## src/rtl/preview_pkg.sv

```systemverilog
`default_nettype none

package preview_pkg;

    ////////////////////
    // widths and types

    typedef logic [7:0]  pixel_t;
    typedef logic [15:0] dim_t;
    typedef logic [15:0] cmd_addr_t;
    typedef logic [31:0] cmd_data_t;

    ////////////////////
    // frame header

    // spells BIVFRAME, sent msb first
    localparam logic [63:0] MAGIC_NUM = 64'h42_49_56_46_52_41_4D_45;
    localparam int HEADER_BYTES = 8;
    localparam int HDR_IDX_W = 3;
    localparam logic [HDR_IDX_W-1:0] HDR_LAST = HDR_IDX_W'(HEADER_BYTES - 1);

    ////////////////////
    // host commands

    localparam int CMD_BYTES = 6;
    localparam int CMD_W = 48;
    localparam int CMD_CNT_W = 3;
    localparam logic [CMD_CNT_W-1:0] CMD_LAST = CMD_CNT_W'(CMD_BYTES - 1);

    localparam cmd_addr_t ADDR_FRAME_WIDTH  = 16'h0010;
    localparam cmd_addr_t ADDR_FRAME_HEIGHT = 16'h0011;

    // frame size out of reset
    localparam dim_t DEFAULT_WIDTH  = 16'd500;
    localparam dim_t DEFAULT_HEIGHT = 16'd480;

    ////////////////////
    // pixel buffer

    localparam int FIFO_DEPTH = 16;
    localparam int FIFO_PTR_W = 4;
    localparam int FIFO_CNT_W = FIFO_PTR_W + 1;
    localparam logic [FIFO_CNT_W-1:0] FIFO_FULL = FIFO_CNT_W'(FIFO_DEPTH);

    // serializer states
    typedef enum logic [1:0] {
        IDLE,
        HEADER,
        CH0,
        CH1
    } ser_state_t;

endpackage

`default_nettype wire

```

## src/rtl/pixel_fifo.sv

```systemverilog
`timescale 1ns/1ps
`default_nettype none

module pixel_fifo (
    input  logic                core_clk,
    input  logic                sys_reset,
    input  preview_pkg::pixel_t push_ch0_i,
    input  preview_pkg::pixel_t push_ch1_i,
    input  logic                push_sof_i,
    input  logic                push_valid_i,
    output logic                push_ready_o,
    output preview_pkg::pixel_t head_ch0_o,
    output preview_pkg::pixel_t head_ch1_o,
    output logic                head_sof_o,
    output logic                head_valid_o,
    input  logic                pop_i
);

    // storage, one entry per pixel pair
    preview_pkg::pixel_t mem_ch0 [preview_pkg::FIFO_DEPTH];
    preview_pkg::pixel_t mem_ch1 [preview_pkg::FIFO_DEPTH];
    logic                mem_sof [preview_pkg::FIFO_DEPTH];

    logic [preview_pkg::FIFO_PTR_W-1:0] wr_ptr_q;
    logic [preview_pkg::FIFO_PTR_W-1:0] rd_ptr_q;
    logic [preview_pkg::FIFO_CNT_W-1:0] count_q;

    logic push_fire;
    logic pop_fire;

    assign push_ready_o = (count_q != preview_pkg::FIFO_FULL);
    assign head_valid_o = (count_q != '0);

    assign push_fire = push_valid_i && push_ready_o;
    assign pop_fire  = pop_i && head_valid_o;

    // first word fall through
    assign head_ch0_o = mem_ch0[rd_ptr_q];
    assign head_ch1_o = mem_ch1[rd_ptr_q];
    assign head_sof_o = mem_sof[rd_ptr_q];

    always_ff @(posedge core_clk) begin
        if (push_fire) begin
            mem_ch0[wr_ptr_q] <= push_ch0_i;
            mem_ch1[wr_ptr_q] <= push_ch1_i;
            mem_sof[wr_ptr_q] <= push_sof_i;
        end
    end

    // pointers wrap on their own, depth is a power of two
    always_ff @(posedge core_clk) begin
        if (sys_reset) begin
            wr_ptr_q <= '0;
            rd_ptr_q <= '0;
            count_q  <= '0;
        end else begin
            if (push_fire) begin
                wr_ptr_q <= wr_ptr_q + 1'b1;
            end
            if (pop_fire) begin
                rd_ptr_q <= rd_ptr_q + 1'b1;
            end
            if (push_fire && !pop_fire) begin
                count_q <= count_q + 1'b1;
            end else if (pop_fire && !push_fire) begin
                count_q <= count_q - 1'b1;
            end
        end
    end

    a_no_pop_empty: assert property (@(posedge core_clk) disable iff (sys_reset)
        pop_i |-> head_valid_o);

    a_count_bound: assert property (@(posedge core_clk) disable iff (sys_reset)
        count_q <= preview_pkg::FIFO_FULL);

endmodule

`default_nettype wire

```

## src/rtl/frame_position_counter.sv

```systemverilog
`timescale 1ns/1ps
`default_nettype none

module frame_position_counter (
    input  logic              core_clk,
    input  logic              sys_reset,
    input  preview_pkg::dim_t frame_width_i,
    input  preview_pkg::dim_t frame_height_i,
    input  logic              frame_start_i,
    input  logic              pixel_done_i,
    output logic              last_pixel_o
);

    // size is frozen for the whole frame
    preview_pkg::dim_t width_q;
    preview_pkg::dim_t height_q;
    preview_pkg::dim_t col_q;
    preview_pkg::dim_t row_q;

    logic last_col;
    logic last_row;

    assign last_col     = (col_q == width_q - 16'd1);
    assign last_row     = (row_q == height_q - 16'd1);
    assign last_pixel_o = last_col && last_row;

    always_ff @(posedge core_clk) begin
        if (sys_reset) begin
            width_q  <= preview_pkg::DEFAULT_WIDTH;
            height_q <= preview_pkg::DEFAULT_HEIGHT;
            col_q    <= '0;
            row_q    <= '0;
        end else if (frame_start_i) begin
            width_q  <= frame_width_i;
            height_q <= frame_height_i;
            col_q    <= '0;
            row_q    <= '0;
        end else if (pixel_done_i) begin
            // column wraps into the row, row wraps at frame end
            if (last_col) begin
                col_q <= '0;
                row_q <= last_row ? '0 : row_q + 16'd1;
            end else begin
                col_q <= col_q + 16'd1;
            end
        end
    end

    a_col_in_range: assert property (@(posedge core_clk) disable iff (sys_reset)
        col_q < width_q);

endmodule

`default_nettype wire

```

## src/rtl/frame_serializer_fsm.sv

```systemverilog
`timescale 1ns/1ps
`default_nettype none

module frame_serializer_fsm (
    input  logic                core_clk,
    input  logic                sys_reset,
    input  preview_pkg::pixel_t head_ch0_i,
    input  preview_pkg::pixel_t head_ch1_i,
    input  logic                head_sof_i,
    input  logic                head_valid_i,
    output logic                pop_o,
    output logic                frame_start_o,
    output logic                pixel_done_o,
    input  logic                last_pixel_i,
    input  logic                host_space_i,
    output preview_pkg::pixel_t byte_o,
    output logic                byte_valid_o
);

    preview_pkg::ser_state_t state_q;
    preview_pkg::ser_state_t state_d;

    logic [preview_pkg::HDR_IDX_W-1:0] hdr_idx_q;
    logic [preview_pkg::HDR_IDX_W-1:0] hdr_idx_d;

    // the sof pixel that opened the frame must not restart it
    logic first_pixel_q;
    logic first_pixel_d;

    logic                emit;
    preview_pkg::pixel_t emit_byte;

    ////////////////////
    // next state

    always_comb begin
        state_d       = state_q;
        hdr_idx_d     = hdr_idx_q;
        first_pixel_d = first_pixel_q;
        emit          = 1'b0;
        emit_byte     = head_ch0_i;
        pop_o         = 1'b0;
        frame_start_o = 1'b0;
        pixel_done_o  = 1'b0;

        case (state_q)
            preview_pkg::IDLE: begin
                if (head_valid_i) begin
                    if (head_sof_i) begin
                        state_d       = preview_pkg::HEADER;
                        hdr_idx_d     = '0;
                        first_pixel_d = 1'b1;
                        frame_start_o = 1'b1;
                    end else begin
                        // outside any frame, drop it
                        pop_o = 1'b1;
                    end
                end
            end
            preview_pkg::HEADER: begin
                if (host_space_i) begin
                    emit      = 1'b1;
                    emit_byte = preview_pkg::MAGIC_NUM[63 - 8 * hdr_idx_q -: 8];
                    hdr_idx_d = hdr_idx_q + 1'b1;
                    if (hdr_idx_q == preview_pkg::HDR_LAST) begin
                        state_d = preview_pkg::CH0;
                    end
                end
            end
            preview_pkg::CH0: begin
                if (head_valid_i) begin
                    if (head_sof_i && !first_pixel_q) begin
                        // new frame mid-way, abandon this one
                        state_d       = preview_pkg::HEADER;
                        hdr_idx_d     = '0;
                        first_pixel_d = 1'b1;
                        frame_start_o = 1'b1;
                    end else if (host_space_i) begin
                        emit      = 1'b1;
                        emit_byte = head_ch0_i;
                        state_d   = preview_pkg::CH1;
                    end
                end
            end
            preview_pkg::CH1: begin
                if (host_space_i && head_valid_i) begin
                    emit          = 1'b1;
                    emit_byte     = head_ch1_i;
                    pop_o         = 1'b1;
                    pixel_done_o  = 1'b1;
                    first_pixel_d = 1'b0;
                    state_d       = last_pixel_i ? preview_pkg::IDLE : preview_pkg::CH0;
                end
            end
            default: begin
                state_d = preview_pkg::IDLE;
            end
        endcase
    end

    ////////////////////
    // registers

    always_ff @(posedge core_clk) begin
        if (sys_reset) begin
            state_q       <= preview_pkg::IDLE;
            hdr_idx_q     <= '0;
            first_pixel_q <= 1'b0;
            byte_valid_o  <= 1'b0;
        end else begin
            state_q       <= state_d;
            hdr_idx_q     <= hdr_idx_d;
            first_pixel_q <= first_pixel_d;
            byte_valid_o  <= emit;
        end
    end

    always_ff @(posedge core_clk) begin
        if (emit) begin
            byte_o <= emit_byte;
        end
    end

    a_byte_needs_space: assert property (@(posedge core_clk) disable iff (sys_reset)
        byte_valid_o |-> $past(host_space_i));

endmodule

`default_nettype wire

```

## src/rtl/command_assembler.sv

```systemverilog
`timescale 1ns/1ps
`default_nettype none

module command_assembler (
    input  logic                   core_clk,
    input  logic                   sys_reset,
    input  preview_pkg::pixel_t    host_byte_i,
    input  logic                   host_byte_valid_i,
    output preview_pkg::cmd_addr_t cmd_addr_o,
    output preview_pkg::cmd_data_t cmd_data_o,
    output logic                   cmd_valid_o
);

    // msb first, address lands in the top 16 bits
    logic [preview_pkg::CMD_W-1:0]     shift_q;
    logic [preview_pkg::CMD_CNT_W-1:0] byte_cnt_q;

    assign cmd_addr_o = shift_q[preview_pkg::CMD_W-1 -: 16];
    assign cmd_data_o = shift_q[31:0];

    always_ff @(posedge core_clk) begin
        if (host_byte_valid_i) begin
            shift_q <= {shift_q[preview_pkg::CMD_W-9:0], host_byte_i};
        end
    end

    always_ff @(posedge core_clk) begin
        if (sys_reset) begin
            byte_cnt_q  <= '0;
            cmd_valid_o <= 1'b0;
        end else begin
            cmd_valid_o <= 1'b0;
            if (host_byte_valid_i) begin
                if (byte_cnt_q == preview_pkg::CMD_LAST) begin
                    byte_cnt_q  <= '0;
                    cmd_valid_o <= 1'b1;
                end else begin
                    byte_cnt_q <= byte_cnt_q + 1'b1;
                end
            end
        end
    end

endmodule

`default_nettype wire

```

## src/rtl/frame_config_regs.sv

```systemverilog
`timescale 1ns/1ps
`default_nettype none

module frame_config_regs (
    input  logic                   core_clk,
    input  logic                   sys_reset,
    input  preview_pkg::cmd_addr_t cmd_addr_i,
    input  preview_pkg::cmd_data_t cmd_data_i,
    input  logic                   cmd_valid_i,
    output preview_pkg::dim_t      frame_width_o,
    output preview_pkg::dim_t      frame_height_o
);

    preview_pkg::dim_t data_lo;
    logic              data_ok;
    logic              wr_width;
    logic              wr_height;

    assign data_lo = cmd_data_i[15:0];

    // a zero size would stall the frame counter
    assign data_ok = cmd_valid_i && (data_lo != '0);

    assign wr_width  = data_ok && (cmd_addr_i == preview_pkg::ADDR_FRAME_WIDTH);
    assign wr_height = data_ok && (cmd_addr_i == preview_pkg::ADDR_FRAME_HEIGHT);

    always_ff @(posedge core_clk) begin
        if (sys_reset) begin
            frame_width_o  <= preview_pkg::DEFAULT_WIDTH;
            frame_height_o <= preview_pkg::DEFAULT_HEIGHT;
        end else begin
            if (wr_width) begin
                frame_width_o <= data_lo;
            end
            if (wr_height) begin
                frame_height_o <= data_lo;
            end
        end
    end

endmodule

`default_nettype wire

```

## src/rtl/preview_link_top.sv

```systemverilog
`timescale 1ns/1ps
`default_nettype none

module preview_link_top (
    input  logic                core_clk,
    input  logic                sys_reset,
    input  preview_pkg::pixel_t pix_ch0_i,
    input  preview_pkg::pixel_t pix_ch1_i,
    input  logic                pix_sof_i,
    input  logic                pix_valid_i,
    output logic                pix_ready_o,
    input  logic                host_space_i,
    output preview_pkg::pixel_t byte_o,
    output logic                byte_valid_o,
    input  preview_pkg::pixel_t host_byte_i,
    input  logic                host_byte_valid_i
);

    ////////////////////
    // pixel buffer

    preview_pkg::pixel_t head_ch0;
    preview_pkg::pixel_t head_ch1;
    logic                head_sof;
    logic                head_valid;
    logic                pop;

    pixel_fifo u_pixel_fifo (
        .core_clk     (core_clk),
        .sys_reset    (sys_reset),
        .push_ch0_i   (pix_ch0_i),
        .push_ch1_i   (pix_ch1_i),
        .push_sof_i   (pix_sof_i),
        .push_valid_i (pix_valid_i),
        .push_ready_o (pix_ready_o),
        .head_ch0_o   (head_ch0),
        .head_ch1_o   (head_ch1),
        .head_sof_o   (head_sof),
        .head_valid_o (head_valid),
        .pop_i        (pop)
    );

    ////////////////////
    // serializer

    logic              frame_start;
    logic              pixel_done;
    logic              last_pixel;
    preview_pkg::dim_t frame_width;
    preview_pkg::dim_t frame_height;

    frame_serializer_fsm u_serializer (
        .core_clk      (core_clk),
        .sys_reset     (sys_reset),
        .head_ch0_i    (head_ch0),
        .head_ch1_i    (head_ch1),
        .head_sof_i    (head_sof),
        .head_valid_i  (head_valid),
        .pop_o         (pop),
        .frame_start_o (frame_start),
        .pixel_done_o  (pixel_done),
        .last_pixel_i  (last_pixel),
        .host_space_i  (host_space_i),
        .byte_o        (byte_o),
        .byte_valid_o  (byte_valid_o)
    );

    frame_position_counter u_position (
        .core_clk       (core_clk),
        .sys_reset      (sys_reset),
        .frame_width_i  (frame_width),
        .frame_height_i (frame_height),
        .frame_start_i  (frame_start),
        .pixel_done_i   (pixel_done),
        .last_pixel_o   (last_pixel)
    );

    ////////////////////
    // host commands

    preview_pkg::cmd_addr_t cmd_addr;
    preview_pkg::cmd_data_t cmd_data;
    logic                   cmd_valid;

    command_assembler u_cmd_assembler (
        .core_clk          (core_clk),
        .sys_reset         (sys_reset),
        .host_byte_i       (host_byte_i),
        .host_byte_valid_i (host_byte_valid_i),
        .cmd_addr_o        (cmd_addr),
        .cmd_data_o        (cmd_data),
        .cmd_valid_o       (cmd_valid)
    );

    frame_config_regs u_config (
        .core_clk       (core_clk),
        .sys_reset      (sys_reset),
        .cmd_addr_i     (cmd_addr),
        .cmd_data_i     (cmd_data),
        .cmd_valid_i    (cmd_valid),
        .frame_width_o  (frame_width),
        .frame_height_o (frame_height)
    );

endmodule

`default_nettype wire

```

## config.mk

```make
export PLATFORM = sky130hd
export DESIGN_NAME = preview_link_top
export DESIGN_NICKNAME = d
export VERILOG_FILES = /design/src/rtl/preview_pkg.sv /design/src/rtl/pixel_fifo.sv /design/src/rtl/frame_position_counter.sv /design/src/rtl/frame_serializer_fsm.sv /design/src/rtl/command_assembler.sv /design/src/rtl/frame_config_regs.sv /design/src/rtl/preview_link_top.sv
export SDC_FILE = /design/constraint.sdc
export NUM_CORES = 1
export LEC_CHECK = 0
export BUFFER_PORTS_ARGS = -buffer_cell sky130_fd_sc_hd__buf_2
export CORE_ASPECT_RATIO = 0.7
export CORE_MARGIN = 8
export CORE_UTILIZATION = 37
export DETAILED_ROUTE_END_ITERATION = 8
export HOLD_SLACK_MARGIN = 0.03
export PLACE_DENSITY = 0.59
export SYNTH_ARGS = -nofsm -noshare
export SYNTH_HDL_FRONTEND = slang
export SYNTH_SLANG_ARGS = --single-unit
```

## constraint.sdc

```tcl
create_clock -name core_clk -period 3.75 [get_ports core_clk]
set_input_delay 0.5625 -clock core_clk [delete_from_list [all_inputs] [get_ports core_clk]]
set_output_delay 0.5625 -clock core_clk [all_outputs]
set_load 0.005 [all_outputs]
```

==> results of run 1 <==
[path summary, 6_finish.rpt]
path / start / to / depth (start not counted)
worst max-delay path: flip-flop / u_pixel_fifo.count_q[4] / 14
worst min-delay path: host_byte_i[4] / u_cmd_assembler.shift_q[4] / 1
worst max register to register: flip-flop / u_pixel_fifo.count_q[4] / 14
worst min register to register: u_cmd_assembler.shift_q[21] / u_cmd_assembler.shift_q[29] / 0
[area by class of cell]
cell class	count	area (um2)	share of cell area, %
timing repair buffer	72	442.9	2.078
clock inverter	27	306.5	1.438
multi-input combinational	744	6108	28.66
clock buffer	54	1181	5.542
tap	674	843.3	3.957
inverter	25	93.84	0.4403
sequential	452	12340	57.89
[worst max-delay path, stage by stage, from the launching register on]
cell and delay, ns:
dfxtp_4 0.40, mux4_2 0.52, mux2i_1 0.14, mux2_2 0.23, nand3_1 0.09, a21oi_1 0.21
inv_1 0.07, ha_1 0.22, inv_1 0.15, ha_1 0.29, a21o_1 0.20, a21oi_1 0.17
xnor2_1 0.10, or3_1 0.31, a21oi_1 0.13
[power by group through the flow]
stage	combinational, mW	sequential [mW]	clock [mW]
after floorplan	1.77	5.83	0
after global routing	2.49	5.87	4.84
final	2.24	5.84	4.55
after detailed placement	2.25	5.95	0
after global placement	2.22	5.94	0
after CTS	2.27	5.84	4.67
[per-stage QoR]
stage               hold WS (ns)  power [mW]  setup slack (ns)  util (%)  instance area (um2)
floorplan                 0.4003       7.593            0.3328         -                18760
global placement          0.4011       8.158            0.5135     39.32                19830
detailed placement        0.4045       8.200            0.4594     39.32                19830
CTS                       0.1343       12.77            0.4295     42.27                21310
global route              0.1377       13.20            0.1496     42.27                21310
finish                    0.1686       12.63            0.4696     42.27                21310
[flip-flops by register name (all words and copies together) (netlist names), 8 cells and up, named ones only]
name,flops
u_cmd_assembler.shift_q,48
u_position.height_q,16
u_position.col_q,16
u_position.width_q,16
u_serializer.byte_o,8
u_config.frame_height_o,16
u_config.frame_width_o,16
u_pixel_fifo.mem_ch1,128
u_position.row_q,16
u_pixel_fifo.mem_ch0,128
u_pixel_fifo.mem_sof,16
[per-layer routing]
| layer | wire length [um] | up-vias | global-route usage (%) |
|---|---|---|---|
| met4 | 772 | 2 | 3.678 |
| met2 | 17950 | 283 | 20.71 |
| met3 | 2318 | 57 | 2.544 |
| li1 | - | 4995 | - |
| met1 | 20940 | 5501 | 21.60 |
| met5 | 13 | - | 0 |
[cells in the final DEF, fill, tap and decap left out, drive strengths merged, types with 6 or more instances in the layout]
cell type,n
clkbuf,54
xor2,33
ha,23
a21oi,63
xnor2,37
a211o,14
and2,11
nand3b,15
mux4,77
nand4,17
and3,18
clkinv,15
dfxtp,124
inv,26
edfxtp,328
mux2i,41
nor3,21
a211oi,17
nor2,99
nor2b,17
o21ai,22
clkinvlp,6
buf,72
nand3,29
nor4,15
nand2,104
[logic make-up after synthesis]
logic type | after synthesis | synth area share (%)
flops | 452 | 65.72
simple gates | 377 | 10.36
compound gates | 152 | 5.401
mux | 121 | 11.61
buf+inv | 90 | 2.007
xor+xnor | 70 | 3.267
fa+ha+maj | 24 | 1.640
==> run summary, run 1 <==
status = finished clean
post-CTS sizing = 0
Synth top area share = 52.49%
CTS Root Cell = clkbuf_16
placed cells = 1967
grt total ovfl = 0
r2r setup slk = 0.47 ns
initial antenna violation count = 1
Max Root-Sink Buffers = 3
HPWL Detailed = 26100 um
Ports = 40
n_diodes = 0
# port buffers = 39
number of DRC violations after detailed-routing iteration 0 = 991
fin cells = 2048
hold-fix buffers at CTS = 0
share of cells above drive strength 1 = 19.00%
drt via density = 5.292
synth top area cells = edfxtp_1, dfxtp_1, mux4_2
Post-synth ARST share = 0%
CTS tree = yes
Flop pwr share = 46.3%
cts bufs inserted = 45
H-tree depth = 2
global-route wire length before repair = 64690 um
core area = 0.05042 mm2
Min-Delay Path Class = input port to flip-flop
DIE WIDTH = 285.2 um
synthesized area = 0.01876 mm2
Final Net Count = 1394
Synth Warn # = 0
worst path arrival time = 3.79 ns
fin crit share = 87.48%
part of the power in the clock network = 36.0%
area grow syn2layout = 13.59%
Setup Buffers After CTS = 0
maximum VDD drop = 342.4 uV
LEAKAGE = 6.979 nW
Sw Pwr = 3.426 mW
number of global-route vias before repair = 10788
skew final = 0.02382 ns
Final setup viols = 0
final WL = 42000 um
f_max = 304.8 MHz
clk sinks = 452
maximum fanout along the worst path = 6
Die Area = 0.05829 mm2
mean post-synth cell area = 14.59 um2
GRT Util Overall = 14.19%
DRC viols = 0
register area share after synthesis = 65.72%
Gate power share = 17.7%
final-report hold violation count = 0
Post-Synthesis Net Count = 1340
Pins Over Slew Limit = 0
initial cell density of the core = 37.22%
top-count cell post-synth = edfxtp_1
# rows = 69
Vias = 10838
Worst-Margin Slew = 0.9873 ns
Int Power = 9.203 mW
switching part of the total = 27.13%
CP Class = flip-flop to flip-flop
top_reg_cell synth = edfxtp_1
RSZ-0062 raised after global routing = false
Post-synth EDFFs = 328
final setup TNS = 0 ns
largest net degree at the start of global routing = 52
leading area contributor after synthesis = edfxtp_1
Fillers = 4559
FF+latch count, synth = 452
Final ANT Viol Nets = 0
normalized max-slew margin = 34.18%
Die H = 204.4 um
Post-Synthesis Cells = 1286
startpoint types = flip-flop
endpoint class of the critical path = flip-flop
power density over the cells = 592.5 mW/mm2
minimum clock period = 3.280 ns
synth cell count leaders = edfxtp_1, dfxtp_1, nand2_1, nor2_1, mux4_2
Avg WL per Cell = 20.51 um
Detailed Routing Iterations Pass 1 = 5
clk_lat worst skew = 0.58 ns
CP Data Required Time = 4.26 ns
Max-Cap Viols = 0
global placer's final weighted congestion = 0.7533
clk slew on worst S/H paths = 0.06 ns
Synth cell types = 72
(Power assumes the default switching activity.)
==> run 2, diff against run 1 <==
--- a/config.mk
+++ b/config.mk
@@ -5,13 +5,13 @@
 export SDC_FILE = /design/constraint.sdc
 export NUM_CORES = 1
 export LEC_CHECK = 0
-export BUFFER_PORTS_ARGS = -buffer_cell sky130_fd_sc_hd__buf_2
+export BUFFER_PORTS_ARGS = -buffer_cell sky130_fd_sc_hd__clkbuf_2
 export CORE_ASPECT_RATIO = 0.7
 export CORE_MARGIN = 8
-export CORE_UTILIZATION = 37
+export CORE_UTILIZATION = 30
 export DETAILED_ROUTE_END_ITERATION = 8
 export HOLD_SLACK_MARGIN = 0.03
-export PLACE_DENSITY = 0.59
+export PLACE_DENSITY = 0.51
 export SYNTH_ARGS = -nofsm -noshare
 export SYNTH_HDL_FRONTEND = slang
 export SYNTH_SLANG_ARGS = --single-unit
==> run summary, run 2 (synthesized netlist as in run 1, its figures left out) <==
CP max stage delay = 0.51 ns
Max Root-Sink Buffers = 3
Ports = 40
minimum clock period = 3.387 ns
final WL = 44240 um
DRC viols = 0
fin cells = 2194
global placer's final weighted congestion = 0.7873
placed cells = 2113
largest net degree at the start of global routing = 69
clk sinks = 452
grt total ovfl = 0
Min-Delay Path Class = input port to flip-flop
share of cells above drive strength 1 = 18.47%
Worst R2R Path Depth = 14
CP top delay family = multiplexers
commonest non-fill, non-tap cell in the layout = edfxtp_1
status = finished clean
HPWL Detailed = 28050 um
Final setup viols = 0
final setup TNS = 0 ns
CP Cell Sequence = mux4_2, mux2i_1, mux2_2, nand3_1, a21oi_1, inv_1, ha_1, inv_1, ha_1, a21o_1, a21oi_1, xnor2_1, or3_1, a21oi_1
most frequent cells in the layout = edfxtp_1, dfxtp_1, nand2_1
largest registers = u_pixel_fifo.mem_ch0: 128 flops, u_pixel_fifo.mem_ch1: 128 flops, u_cmd_assembler.shift_q: 48 flops
post-CTS sizing = 0
power density over the cells = 583.8 mW/mm2
CTS Root Cell = clkbuf_16
register area = 0.01234 mm2
Die H = 225.2 um
Critical path buffers and inverters = 2
H-tree depth = 2
area grow syn2layout = 14.66%
CP Capture Point = u_pixel_fifo.count_q[4]
final core utilization = 34.86%
Pins Over Slew Limit = 0
RSZ-0062 raised after global routing = false
Fillers = 5851
cts bufs inserted = 45
number of global-route vias before repair = 10874
global-route wire length before repair = 68390 um
Slowest cell on crit path = mux4_2
final-report hold violation count = 0
clk slew on worst S/H paths = 0.07 ns
initial cell density of the core = 30.41%
r2r setup slk = 0.36 ns
hold-critical path depth = 1
RR Endpoint = u_pixel_fifo.count_q[4]
f_max = 295.3 MHz
initial antenna violation count = 0
Max-Cap Viols = 0
Multi-input gate area = 0.006143 mm2
LEAKAGE = 6.973 nW
Detailed Routing Iterations Pass 1 = 5
Avg WL per Cell = 20.16 um
endpoint class of the critical path = flip-flop
core area = 0.06171 mm2
CP Data Required Time = 4.24 ns
worst path arrival time = 3.87 ns
normalized max-slew margin = 39.46%
startpoint types = flip-flop
cell mode on critical path = a21oi_1
number of DRC violations after detailed-routing iteration 0 = 772
CP Depth = 14
Vias = 10756
DIE WIDTH = 314.9 um
Final Net Count = 1395
Setup Buffers After CTS = 0
Worst-Margin Slew = 0.9060 ns
clk_lat worst skew = 0.57 ns
maximum fanout along the worst path = 5
n_diodes = 0
GRT Util Overall = 12.48%
CP Class = flip-flop to flip-flop
Final ANT Viol Nets = 0
# port buffers = 39
hold-fix buffers at CTS = 0
maximum VDD drop = 333.9 uV
# rows = 76
CTS tree = yes
fin crit share = 90.32%
Die Area = 0.07093 mm2
drt via density = 4.902
skew final = 0.01556 ns
run 2: changes by cell type in the layout (fill, tap and decap cells not counted), sizes merged:
cell,change
clkbuf,+43
buf,-37
clkinv,-3
clkinvlp,-2
bufinv,-1
inv,+1
run 2: worst register-to-register path: cells and delay by family, from the launching register on:
kind	cells	cell delay, ns
muxes	3	0.95
DFF	1	0.41
and+or+nand+nor	2	0.40
buffers and inverters	2	0.24
xor gates and xnor gates	1	0.09
adders and majority gates	2	0.53
AOI/OAI and AO/OA	4	0.70
run 2: per-stage QoR:
step | power, mW | area, um2 | worst slack, ns | hold slack (ns)
after floorplan | 7.593 | 18760 | 0.3328 | 0.4003
after global placement | 8.193 | 20080 | 0.3911 | 0.4004
after detailed placement | 8.228 | 20080 | 0.3209 | 0.4045
after CTS | 12.72 | 21520 | 0.3117 | 0.1309
after global routing | 13.17 | 21520 | 0.04928 | 0.1402
final | 12.56 | 21520 | 0.3631 | 0.1712
run 2: metal layers:
layer | routed length, um | global-route usage [%]
met3 | 1871 | 1.924
met4 | 775 | 3.180
met1 | 22790 | 19.23
met5 | 0 | 0
met2 | 18800 | 18.13
run 2: worst min-delay path by stage:
stage / start / end / slack [ns]
finish: host_byte_i[5] / u_cmd_assembler.shift_q[5] / 0.17
global route: host_byte_i[5] / u_cmd_assembler.shift_q[5] / 0.14
CTS: host_byte_i[5] / u_cmd_assembler.shift_q[5] / 0.13
detailed placement: u_cmd_assembler.shift_q[17] / u_cmd_assembler.shift_q[25] / 0.40
global placement: u_cmd_assembler.shift_q[23] / u_cmd_assembler.shift_q[31] / 0.40
floorplan: u_cmd_assembler.shift_q[16] / u_cmd_assembler.shift_q[24] / 0.40
run 2: final cells by class:
type | count | area share [%]
clock buffer | 59 | 5.623
multi-input combinational | 744 | 28.55
sequential | 452 | 57.34
tap | 819 | 4.763
inverter | 25 | 0.4361
timing repair buffer | 73 | 2.210
clock inverter | 22 | 1.070
run 2: power by group:
group	total (mW)	switching [mW]	internal, mW	leakage (nW)
sequential	5.85	0.244	5.60	4.00
combinational	2.26	1.28	0.981	2.28
clock	4.45	1.90	2.56	0.686
total	12.6	3.42	9.14	6.97
==> run 3, diff against run 2 <==
--- a/config.mk
+++ b/config.mk
@@ -11,7 +11,7 @@
 export CORE_UTILIZATION = 30
 export DETAILED_ROUTE_END_ITERATION = 8
 export HOLD_SLACK_MARGIN = 0.03
-export PLACE_DENSITY = 0.51
+export PLACE_DENSITY = 0.53
 export SYNTH_ARGS = -nofsm -noshare
 export SYNTH_HDL_FRONTEND = slang
 export SYNTH_SLANG_ARGS = --single-unit
==> constraint.sdc (replaced) <==
create_clock -name core_clk -period 2.92 [get_ports core_clk]
set_input_delay 0.438 -clock core_clk [delete_from_list [all_inputs] [get_ports core_clk]]
set_output_delay 0.438 -clock core_clk [all_outputs]
set_load 0.005 [all_outputs]
==> run summary, run 3 (synthesized netlist as in run 1, its figures left out) <==
LEAKAGE = 7.335 nW
final-report hold violation count = 0
cts bufs inserted = 47
Die Area = 0.07093 mm2
n_diodes = 0
initial antenna violation count = 0
global placer's final weighted congestion = 0.7833
Die H = 225.2 um
CP Depth = 14
share of cells above drive strength 1 = 22.14%
maximum VDD drop = 482.6 uV
Final ANT Viol Nets = 0
HPWL Detailed = 28080 um
power density over the cells = 748.4 mW/mm2
Ports = 40
placed cell area = 0.02057 mm2
Final setup viols = 1
grt total ovfl = 0
normalized max-slew margin = 51.19%
hold-critical path depth = 1
CP Cell Sequence = mux4_2, mux2i_1, mux2_4, nand3_4, a21oi_4, inv_2, ha_4, inv_6, fa_1, a21o_1, a21oi_2, xnor2_1, or3_1, a21oi_1
H-tree depth = 2
Avg WL per Cell = 19.68 um
initial cell density of the core = 30.41%
number of global-route vias before repair = 10877
CP top delay family = multiplexers
GRT Util Overall = 12.41%
CP max stage delay = 0.47 ns
f_max = 341.4 MHz
Slowest cell on crit path = fa_1
largest net degree at the start of global routing = 69
CP Data Required Time = 3.42 ns
Min-Delay Path Class = input port to flip-flop
commonest non-fill, non-tap cell in the layout = edfxtp_1
skew final = 0.02620 ns
clk slew on worst S/H paths = 0.06 ns
DIE WIDTH = 314.9 um
final setup margin = -0.008745 ns
violated checks = setup timing
RR Endpoint = u_pixel_fifo.count_q[4]
endpoint class of the critical path = flip-flop
# rows = 76
fin crit share = 100.3%
Worst R2R Path Depth = 14
most frequent cells in the layout = edfxtp_1, dfxtp_1, nand2_1
area grow syn2layout = 18.62%
Detailed Routing Iterations Pass 1 = 5
Critical path buffers and inverters = 2
final core utilization = 36.07%
Worst-Margin Slew = 0.7321 ns
minimum clock period = 2.929 ns
CTS tree = yes
final WL = 44380 um
placed cells = 2155
CTS Root Cell = clkbuf_16
Final Cell Area = 0.02226 mm2
global-route wire length before repair = 67940 um
core area = 0.06171 mm2
Total Power = 16.66 mW
DRC viols = 0
status = finished with violations
number of DRC violations after detailed-routing iteration 0 = 1028
CP Capture Point = u_pixel_fifo.count_q[4]
startpoint types = flip-flop
Pins Over Slew Limit = 0
drt via density = 4.901
clk sinks = 452
largest registers = u_pixel_fifo.mem_ch0: 128 flops, u_pixel_fifo.mem_ch1: 128 flops, u_cmd_assembler.shift_q: 48 flops
Final Net Count = 1452
RSZ-0062 raised after global routing = true
Max-Cap Viols = 0
r2r setup slk = -0.009 ns
fin cells = 2255
clk_lat worst skew = 0.59 ns
worst path arrival time = 3.43 ns
final hold slack = 0.2620 ns
Vias = 11051
# port buffers = 39
Max Root-Sink Buffers = 3
CP Class = flip-flop to flip-flop
maximum fanout along the worst path = 5
## run 3: cell count changes in the layout (fill, tap and decap cells not counted), moves of 3 or more
cell           before  now
buf_4              32   68
buf_12              2   12
clkinv_1            8   16
dlygate4sd3_1       0    8
clkbuf_1           12    7
clkinv_2            2    6
nor2_2              6   10
nor2_4              7    3
a21oi_1            63   60
## run 3: layout make-up
| cell class | count | area [um2] |
|---|---|---|
| timing repair buffer | 128 | 1054 |
| clock buffer | 54 | 1202 |
| sequential | 452 | 12340 |
| inverter | 25 | 98.84 |
| multi-input combinational | 744 | 6242 |
| tap | 819 | 1025 |
| fill | 5788 | 39460 |
| clock inverter | 33 | 297.8 |
## run 3: worst min-delay path by stage
stage	startpoint	end
detailed placement	u_cmd_assembler.shift_q[31]	u_cmd_assembler.shift_q[39]
finish	pix_ch1_i[0]	u_pixel_fifo.mem_ch1[3][0]
floorplan	u_cmd_assembler.shift_q[16]	u_cmd_assembler.shift_q[24]
global placement	u_cmd_assembler.shift_q[16]	u_cmd_assembler.shift_q[24]
global route	pix_ch0_i[0]	u_pixel_fifo.mem_ch0[13][0]
CTS	pix_ch1_i[0]	u_pixel_fifo.mem_ch1[3][0]
## run 3: repair_timing
| item | CTS | global route |
|---|---|---|
| resized for setup | 2 | 12 |
| endpoints found under the setup margin | 1 | 31 |
| setup buffers | 1 | 4 |
| hold endpoints to repair | 8 | 0 |
| hold buffers | 8 | 0 |
| pin swaps | 0 | 6 |
## run 3: report_power, final
part	switching, mW	internal [mW]
registers	0.264	7.20
clock network	2.50	3.33
logic	1.82	1.55
total	4.58	12.1
## run 3: layer usage
metal	vias up	track usage, %	share of wire, %
met3	38	2.767	6.9
met2	293	17.07	41
met5	-	0	0
met1	5600	19.55	51
li1	5120	-	-
met4	0	2.707	1.2
## run 3: stage by stage
stage	setup TNS [ns]	setup WS [ns]
2_1_floorplan	0	0.008310
3_3_place_gp	-0.04678	-0.02848
3_5_place_dp	-0.04077	-0.03863
4_1_cts	0	0.008153
5_1_grt	-0.2754	-0.1450
6_report	-0.008745	-0.008745
